## src/hw/bus_slave_helper.svh

```systemverilog
// Included inside each slave body, expects a bus_req_t named req

// Register word and byte lane within the slave region
wire [1:0] word_idx = req.addr[3:2];
wire [1:0] byte_off = req.addr[1:0];

// Only the first four words of the region are decoded
wire in_range = (req.addr[irq_pkg::REGION_BITS-1:4] == '0);

// Exactly one strobe makes a valid request
wire req_valid = req.rd ^ req.wr;

// Replace the byte lanes picked by mask
function automatic logic [31:0] merge_word(
	input logic [31:0] old_word,
	input logic [31:0] new_word,
	input logic [3:0]  lane_mask
);
	logic [31:0] merged;
	merged = old_word;
	for (int i = 0; i < 4; i++) begin
		if (lane_mask[i])
			merged[8*i +: 8] = new_word[8*i +: 8];
	end
	return merged;
endfunction

```

## src/hw/irq_pkg.sv

```systemverilog
package irq_pkg;

	// Interrupt request lines handled by the manager
	localparam int N_IRQ = 16;
	localparam int CLAIM_BITS = $clog2(N_IRQ);

	// Claim register value when nothing is pending and enabled
	localparam logic [31:0] NO_CLAIM = 32'hffff_ffff;

	// Each slave decodes the low REGION_BITS of the address
	localparam int REGION_BITS = 8;

	// Request from the master, one strobe at a time
	typedef struct packed {
		logic [31:0] addr;
		logic [31:0] wdata;
		logic [3:0]  mask;
		logic        rd;
		logic        wr;
	} bus_req_t;

	// Slave answer, fc marks function complete
	typedef struct packed {
		logic [31:0] rdata;
		logic        fc;
	} bus_rsp_t;

	// Word indices inside the interrupt manager region
	typedef enum logic [1:0] {
		INTR_PENDING = 2'd0,
		INTR_ENABLE  = 2'd1,
		INTR_CLAIM   = 2'd2
	} intr_reg_e;

	// Word indices inside the timer region
	typedef enum logic [1:0] {
		TMR_CTRL    = 2'd0,
		TMR_COMPARE = 2'd1,
		TMR_COUNT   = 2'd2
	} timer_reg_e;

	// Bit 0 of the timer control word
	localparam int TMR_CTRL_EN_BIT = 0;

endpackage

```

## src/hw/bus_fabric.sv

```systemverilog
module bus_fabric #(
	parameter logic [31:0] IRQ_BASE   = 32'h0000_1000,
	parameter logic [31:0] TIMER_BASE = 32'h0000_2000
) (
	input  logic              clk,
	input  logic              rst,
	input  irq_pkg::bus_req_t bus_in,
	output irq_pkg::bus_req_t irq_req,
	input  irq_pkg::bus_rsp_t irq_rsp,
	output irq_pkg::bus_req_t tmr_req,
	input  irq_pkg::bus_rsp_t tmr_rsp,
	output irq_pkg::bus_rsp_t bus_out,
	output logic              bus_err
);

	localparam int HI = 31;
	localparam int LO = irq_pkg::REGION_BITS;

	logic sel_irq;
	logic sel_tmr;
	logic unmapped;
	logic unm_rd;
	logic unm_wr;
	logic unm_fc;
	logic unm_done;

	// Region match on the bits above the slave window
	assign sel_irq  = (bus_in.addr[HI:LO] == IRQ_BASE[HI:LO]);
	assign sel_tmr  = (bus_in.addr[HI:LO] == TIMER_BASE[HI:LO]);
	assign unmapped = !sel_irq && !sel_tmr;

	always_comb begin
		irq_req    = bus_in;
		irq_req.rd = bus_in.rd && sel_irq;
		irq_req.wr = bus_in.wr && sel_irq;
		tmr_req    = bus_in;
		tmr_req.rd = bus_in.rd && sel_tmr;
		tmr_req.wr = bus_in.wr && sel_tmr;
	end

	// Unmapped accesses complete like a slave would
	assign unm_rd = unmapped && bus_in.rd && !bus_in.wr;
	assign unm_wr = unmapped && bus_in.wr && !bus_in.rd;
	assign unm_fc = unm_rd || (unm_wr && unm_done);

	always_ff @(posedge clk or posedge rst) begin
		if (rst)
			unm_done <= 1'b0;
		else
			unm_done <= unm_wr;
	end

	always_comb begin
		if (sel_irq)
			bus_out = irq_rsp;
		else if (sel_tmr)
			bus_out = tmr_rsp;
		else begin
			bus_out.rdata = '0;
			bus_out.fc    = unm_fc;
		end
	end

	assign bus_err = unm_fc;

	assert property (@(posedge clk) disable iff (rst)
		!(bus_in.rd && bus_in.wr));

endmodule

```

## src/hw/event_timer.sv

```systemverilog
module event_timer #(
	parameter int COUNT_WIDTH = 32
) (
	input  logic              clk,
	input  logic              rst,
	input  irq_pkg::bus_req_t req,
	output irq_pkg::bus_rsp_t rsp,
	output logic              irq
);

	`include "bus_slave_helper.svh"

	logic                   ctrl_en;
	logic [COUNT_WIDTH-1:0] compare;
	logic [COUNT_WIDTH-1:0] count;
	logic                   addr_hit;
	logic                   read_req;
	logic                   write_req;
	logic                   write_done;
	logic [31:0]            reg_word;
	logic [31:0]            old_word;
	logic [31:0]            new_word;
	irq_pkg::timer_reg_e    reg_sel;

	assign reg_sel = irq_pkg::timer_reg_e'(word_idx);

	always_comb begin
		addr_hit = in_range;
		reg_word = '0;
		case (reg_sel)
			irq_pkg::TMR_CTRL:    reg_word[irq_pkg::TMR_CTRL_EN_BIT] = ctrl_en;
			irq_pkg::TMR_COMPARE: reg_word = 32'(compare);
			irq_pkg::TMR_COUNT:   reg_word = 32'(count);
			default:              addr_hit = 1'b0;
		endcase
	end

	assign read_req  = addr_hit && req_valid && req.rd;
	assign write_req = addr_hit && req_valid && req.wr;

	// Count is read only so only the two control words merge
	assign old_word = (reg_sel == irq_pkg::TMR_COMPARE) ? 32'(compare) :
		32'(ctrl_en);
	assign new_word = merge_word(old_word, req.wdata, req.mask);

	assign rsp.rdata = read_req ? (reg_word >> (8 * byte_off)) : '0;
	assign rsp.fc    = read_req || (write_req && write_done);

	// One cycle pulse, count wraps on the same edge
	assign irq = ctrl_en && (count == compare);

	always_ff @(posedge clk or posedge rst) begin
		if (rst) begin
			ctrl_en    <= 1'b0;
			compare    <= '0;
			count      <= '0;
			write_done <= 1'b0;
		end else if (write_req && !write_done) begin
			write_done <= 1'b1;
			if (reg_sel == irq_pkg::TMR_CTRL) begin
				ctrl_en <= new_word[irq_pkg::TMR_CTRL_EN_BIT];
				count   <= '0;
			end else if (reg_sel == irq_pkg::TMR_COMPARE) begin
				compare <= new_word[COUNT_WIDTH-1:0];
				count   <= '0;
			end
		end else begin
			if (!write_req)
				write_done <= 1'b0;
			if (ctrl_en)
				count <= (count == compare) ? '0 : count + 1'b1;
		end
	end

	// Holds across compare rewrites because a write restarts the count
	assert property (@(posedge clk) disable iff (rst)
		ctrl_en |-> count <= compare);

endmodule

```

## src/hw/interrupt_manager.sv

```systemverilog
module interrupt_manager (
	input  logic                       clk,
	input  logic                       rst,
	input  irq_pkg::bus_req_t          req,
	output irq_pkg::bus_rsp_t          rsp,
	input  logic [irq_pkg::N_IRQ-1:0] intr_reqs,
	output logic                       has_req
);

	`include "bus_slave_helper.svh"

	logic [irq_pkg::N_IRQ-1:0] pending;
	logic [irq_pkg::N_IRQ-1:0] enable;
	logic [irq_pkg::N_IRQ-1:0] claimable;
	logic [irq_pkg::N_IRQ-1:0] claim_clr;
	logic [irq_pkg::CLAIM_BITS-1:0] claim_code;
	logic        has_claim;
	logic        addr_hit;
	logic        read_req;
	logic        write_req;
	logic        write_done;
	logic [31:0] reg_word;
	logic [31:0] enable_merged;
	irq_pkg::intr_reg_e reg_sel;

	assign reg_sel = irq_pkg::intr_reg_e'(word_idx);

	// Highest numbered line that is pending and enabled wins the claim
	assign claimable = pending & enable;
	assign has_claim = |claimable;

	always_comb begin
		claim_code = '0;
		for (int i = 0; i < irq_pkg::N_IRQ; i++) begin
			if (claimable[i])
				claim_code = irq_pkg::CLAIM_BITS'(i);
		end
	end

	always_comb begin
		addr_hit = 1'b0;
		reg_word = '0;
		case (reg_sel)
			irq_pkg::INTR_PENDING: begin
				addr_hit = in_range;
				reg_word = 32'(pending);
			end
			irq_pkg::INTR_ENABLE: begin
				addr_hit = in_range;
				reg_word = 32'(enable);
			end
			irq_pkg::INTR_CLAIM: begin
				addr_hit = in_range;
				reg_word = has_claim ? 32'(claim_code) : irq_pkg::NO_CLAIM;
			end
			default: begin
				addr_hit = 1'b0;
			end
		endcase
	end

	assign read_req  = addr_hit && req_valid && req.rd;
	assign write_req = addr_hit && req_valid && req.wr;

	// Claim read drops the claimed bit at the edge
	assign claim_clr = (read_req && reg_sel == irq_pkg::INTR_CLAIM && has_claim) ?
		(irq_pkg::N_IRQ'(1) << claim_code) : '0;

	assign enable_merged = merge_word(32'(enable), req.wdata, req.mask);

	assign rsp.rdata = read_req ? (reg_word >> (8 * byte_off)) : '0;
	assign rsp.fc    = read_req || (write_req && write_done);

	assign has_req = |pending;

	always_ff @(posedge clk or posedge rst) begin
		if (rst) begin
			pending    <= '0;
			enable     <= '0;
			write_done <= 1'b0;
		end else begin
			pending <= (pending | (intr_reqs & enable)) & ~claim_clr;
			if (write_req && !write_done) begin
				write_done <= 1'b1;
				// Pending and claim ignore writes
				if (reg_sel == irq_pkg::INTR_ENABLE)
					enable <= enable_merged[irq_pkg::N_IRQ-1:0];
			end else if (!write_req) begin
				write_done <= 1'b0;
			end
		end
	end

	assert property (@(posedge clk) disable iff (rst)
		$rose(rsp.fc) |-> addr_hit && req_valid);

	assert property (@(posedge clk) disable iff (rst)
		(claim_clr & ~pending) == '0);

endmodule

```

## src/hw/irq_subsystem.sv

```systemverilog
module irq_subsystem #(
	parameter logic [31:0] IRQ_BASE    = 32'h0000_1000,
	parameter logic [31:0] TIMER_BASE  = 32'h0000_2000,
	parameter int          COUNT_WIDTH = 32
) (
	input  logic              clk,
	input  logic              rst,
	input  irq_pkg::bus_req_t bus_in,
	output irq_pkg::bus_rsp_t bus_out,
	input  logic [14:0]       ext_irq,
	output logic              has_req,
	output logic              bus_err
);

	irq_pkg::bus_req_t irq_req;
	irq_pkg::bus_rsp_t irq_rsp;
	irq_pkg::bus_req_t tmr_req;
	irq_pkg::bus_rsp_t tmr_rsp;
	logic              tmr_irq;

	bus_fabric #(
		.IRQ_BASE  (IRQ_BASE),
		.TIMER_BASE(TIMER_BASE)
	) u_fabric (
		.clk    (clk),
		.rst    (rst),
		.bus_in (bus_in),
		.irq_req(irq_req),
		.irq_rsp(irq_rsp),
		.tmr_req(tmr_req),
		.tmr_rsp(tmr_rsp),
		.bus_out(bus_out),
		.bus_err(bus_err)
	);

	// Timer owns the top request line
	interrupt_manager u_intr (
		.clk      (clk),
		.rst      (rst),
		.req      (irq_req),
		.rsp      (irq_rsp),
		.intr_reqs({tmr_irq, ext_irq}),
		.has_req  (has_req)
	);

	event_timer #(
		.COUNT_WIDTH(COUNT_WIDTH)
	) u_timer (
		.clk(clk),
		.rst(rst),
		.req(tmr_req),
		.rsp(tmr_rsp),
		.irq(tmr_irq)
	);

endmodule

```

## config.mk

```make
export PLATFORM = sky130hd
export DESIGN_NAME = irq_subsystem
export DESIGN_NICKNAME = d
export VERILOG_FILES = /design/src/hw/irq_pkg.sv /design/src/hw/bus_fabric.sv /design/src/hw/event_timer.sv /design/src/hw/interrupt_manager.sv /design/src/hw/irq_subsystem.sv
export VERILOG_INCLUDE_DIRS = /design/src /design/src/hw
export SDC_FILE = /design/constraint.sdc
export NUM_CORES = 1
export LEC_CHECK = 0
export ABC_AREA = 1
export BUFFER_PORTS_ARGS = -buffer_cell sky130_fd_sc_hd__buf_2
export CAP_MARGIN = 20
export CORE_MARGIN = 2
export CORE_UTILIZATION = 39
export DETAILED_ROUTE_END_ITERATION = 16
export GPL_ROUTABILITY_DRIVEN = 0
export PLACE_DENSITY_LB_ADDON = 0.15
export RECOVER_POWER = 100
export SLEW_MARGIN = 5
export SYNTH_ARGS = -nofsm -noshare
export SYNTH_HDL_FRONTEND = slang
export SYNTH_HIERARCHICAL = 1
export SYNTH_SLANG_ARGS = --single-unit
```

## constraint.sdc

```tcl
create_clock -name clk -period 3.15 [get_ports clk]
set_input_delay 0.4725 -clock clk [delete_from_list [all_inputs] [get_ports clk]]
set_output_delay 0.4725 -clock clk [all_outputs]
set_load 0.02 [all_outputs]
```

==> metrics <==
Routed WL=~28,000 µm; first-pass GRT wire length=around 44,000 µm; Iteration-0 DRC Markers=slightly above 700; gr usage total=between 20% and 30%; root buf cell=clkbuf_16; vias post-DR=around 8,800; Internal=2.07 mW; worst min path class=input pin to flip-flop; failing checks=max-capacitance violations, max-slew violations; ANT cells=0; initial core utilization=39.4%; Cells after Synth=1,348; dpl cell area=between 0.009 and 0.01 mm²; core box area=~0.023 mm²; antenna violations before repair=0; Comb pwr share=12.5%; most used cell along the critical path=nand2_1; Crit path required time=roughly 2700 ps; overall power=around 2.8 mW; Setup Viol. Count Final=0; final antenna-violating net count=0; Max Cap Viol=1; clk_skew=~14 ps; Final Cell Area=between 0.009 and 0.01 mm²; crit path time final=about 3100 ps; Net Count, Synth=1,440; Die ar.=~0.024 mm²; Buf/Inv on CP=2; CTS Buf Count=9; largest net degree at the start of global routing=35; peak supply drop=approximately 0.23 mV; LEAKAGE=between 4 and 5 nW; data arrival time of the worst path=2630 ps; Pre-Repair DR Iteration Count=5; Psw=about 0.7 mW; gr ovfl total=0; I/O pins=122; Mean Syn Cell Area=around 6.6 µm²; PwrDens=between 200 and 300 mW/mm²; Die X=155 µm; status=finished with violations; Layout Area Growth over Synthesis=10.9%; Setup CP Type=flip-flop to output port; CP Max Fanout=5; unrepaired setup endpoints after global routing=yes; share of cells above drive strength 1=between 20% and 30%; H-Tree Depth=3; CP max stage cell=dfrtp_1; nets@finish=about 1,500; die height=between 150 and 200 µm; Sw Ratio=25.6%; Final WS setup=between 40 and 50 ps; clk_lat worst skew=360 ps; Avg WL per Cell=about 17 µm; Worst-Margin Slew=~1800 ps; CP delay by family, top=simple AND/OR/NAND/NOR gates; final period utilization=a little over nine tenths; CP Cell Sequence=nand2_1 > nand2_1 > a211oi_1 > nand3_2 > nor2_4 > nor2_2 > inv_2 > nor2_1 > o21ai_1 > o311ai_1 > a21oi_1 > nand4_1 > o21ai_2 > buf_4; vias in the first global route=8,276; slew margin rel.=-21.4%; pre-CTS setup slack=-2.68 ps; crit-path max cell delay=around 430 ps; clk slew on worst S/H paths=around 70 ps; vias per cell=roughly 5.2; Hold Fails Final Rpt=0; Port-buffer cells=between 100 and 150; row count=55; Slew Limit Fails=34; crit end category=output port; Clock Power Share=about two fifths; crit start category=flip-flop; Synth Warn #=6; clock tree sinks=100; DP HPWL=roughly 22,000 µm; sequential power share=a little under half; clock tree from TritonCTS=built; DR DRC count=0; Max Root-Sink Buffers=2; Fmax achieved=322 MHz; Post-Syn Area=around 0.009 mm²
[sequential cells by signal, summed over array words and instances (netlist names)]
| name | cells |
|---|---|
| u_timer/write_done | 1 |
| u_intr/enable | 16 |
| u_timer/ctrl_en | 1 |
| u_timer/compare | 32 |
| u_intr/write_done | 1 |
| u_fabric/unm_done | 1 |
| u_timer/count | 32 |
| u_intr/pending | 16 |
[power by group through the flow]
stage                     clock network, mW  registers, mW  logic [mW]
after floorplan                           0           1.31       0.220
after global placement                    0           1.31       0.323
after detailed placement                  0           1.31       0.322
after CTS                              1.19           1.28       0.324
after global routing                   1.24           1.28       0.379
final                                  1.16           1.28       0.348
[path summary, 6_finish.rpt]
path                                     start             endpoint  slack (ps)  cells after the start
max in group asynchronous                  rst    u_timer/count[18]         580                      4
max reg2reg                   u_timer/count[5]   u_intr/pending[15]         680                     14
min                                  bus_in[1]    u_fabric/unm_done         300                      2
min reg2reg                u_timer/compare[15]  u_timer/compare[15]         560                      2
max                          u_intr/pending[2]           bus_out[2]          50                     14
min in group asynchronous                  rst    u_fabric/unm_done         540                      3
[layer usage]
| layer | track usage, % | vias up | part of all wire (%) |
|---|---|---|---|
| li1 | - | 4419 | - |
| met1 | 32.2 | 4084 | 47 |
| met2 | 36.8 | 298 | 45 |
| met3 | 3.70 | 39 | 5.9 |
| met4 | 6.53 | 0 | 2.1 |
| met5 | 0 | - | 0 |
[cells in the final DEF (no fill, tap or decap), types with 15 or more instances in the layout]
master and n:
a21oi_1 89, buf_2 100, buf_4 70, dfrtp_1 100, inv_1 164, nand2_1 362, nand3_1 25, nand4_1 72
nor2_1 121, nor3_1 15, o21ai_0 46, o21ai_2 35, o22ai_1 29, xnor2_1 21, xor2_1 16
[stage by stage]
step	hold WS, ps	instances	util (%)	setup TNS, ps
2_1_floorplan	201	1348	-	0
3_3_place_gp	355	1671	41.5	0
3_5_place_dp	354	1671	41.5	-2.68
4_1_cts	292	1687	42.9	0
5_1_grt	302	1702	43.7	-686
6_report	301	1702	43.7	0
[layout make-up]
type                            instances  area [µm²]
Sequential cell                       100        2500
Fill cell                            2448       12700
Timing Repair Buffer                  197        1210
Clock buffer                           12         256
Inverter                              176         668
Multi-Input combinational cell        929        4780
Clock inverter                          3        46.3
Tap cell                              285         357
[worst reg2reg max path: stages (launching register included)]
cell      delay (ps)
dfrtp_1          450
inv_1            170
nand2_1           70
nand2_1           50
nand2_1           50
nor2_1           120
nand2_1          100
nor2_1           190
nand2_1          240
clkbuf_2         480
nor2_1           240
nand2_1           70
nand2_1           50
o21ai_0           80
inv_1             60
[what timing repair did]
action	in CTS	in global routing
pin swaps	0	3
setup buffers	0	16
setup endpoints to repair	2	32
gates resized for setup	1	56
endpoints found under the hold margin	1	0
hold buffers	1	0
No activity file was read; power rests on OpenSTA's default activity.
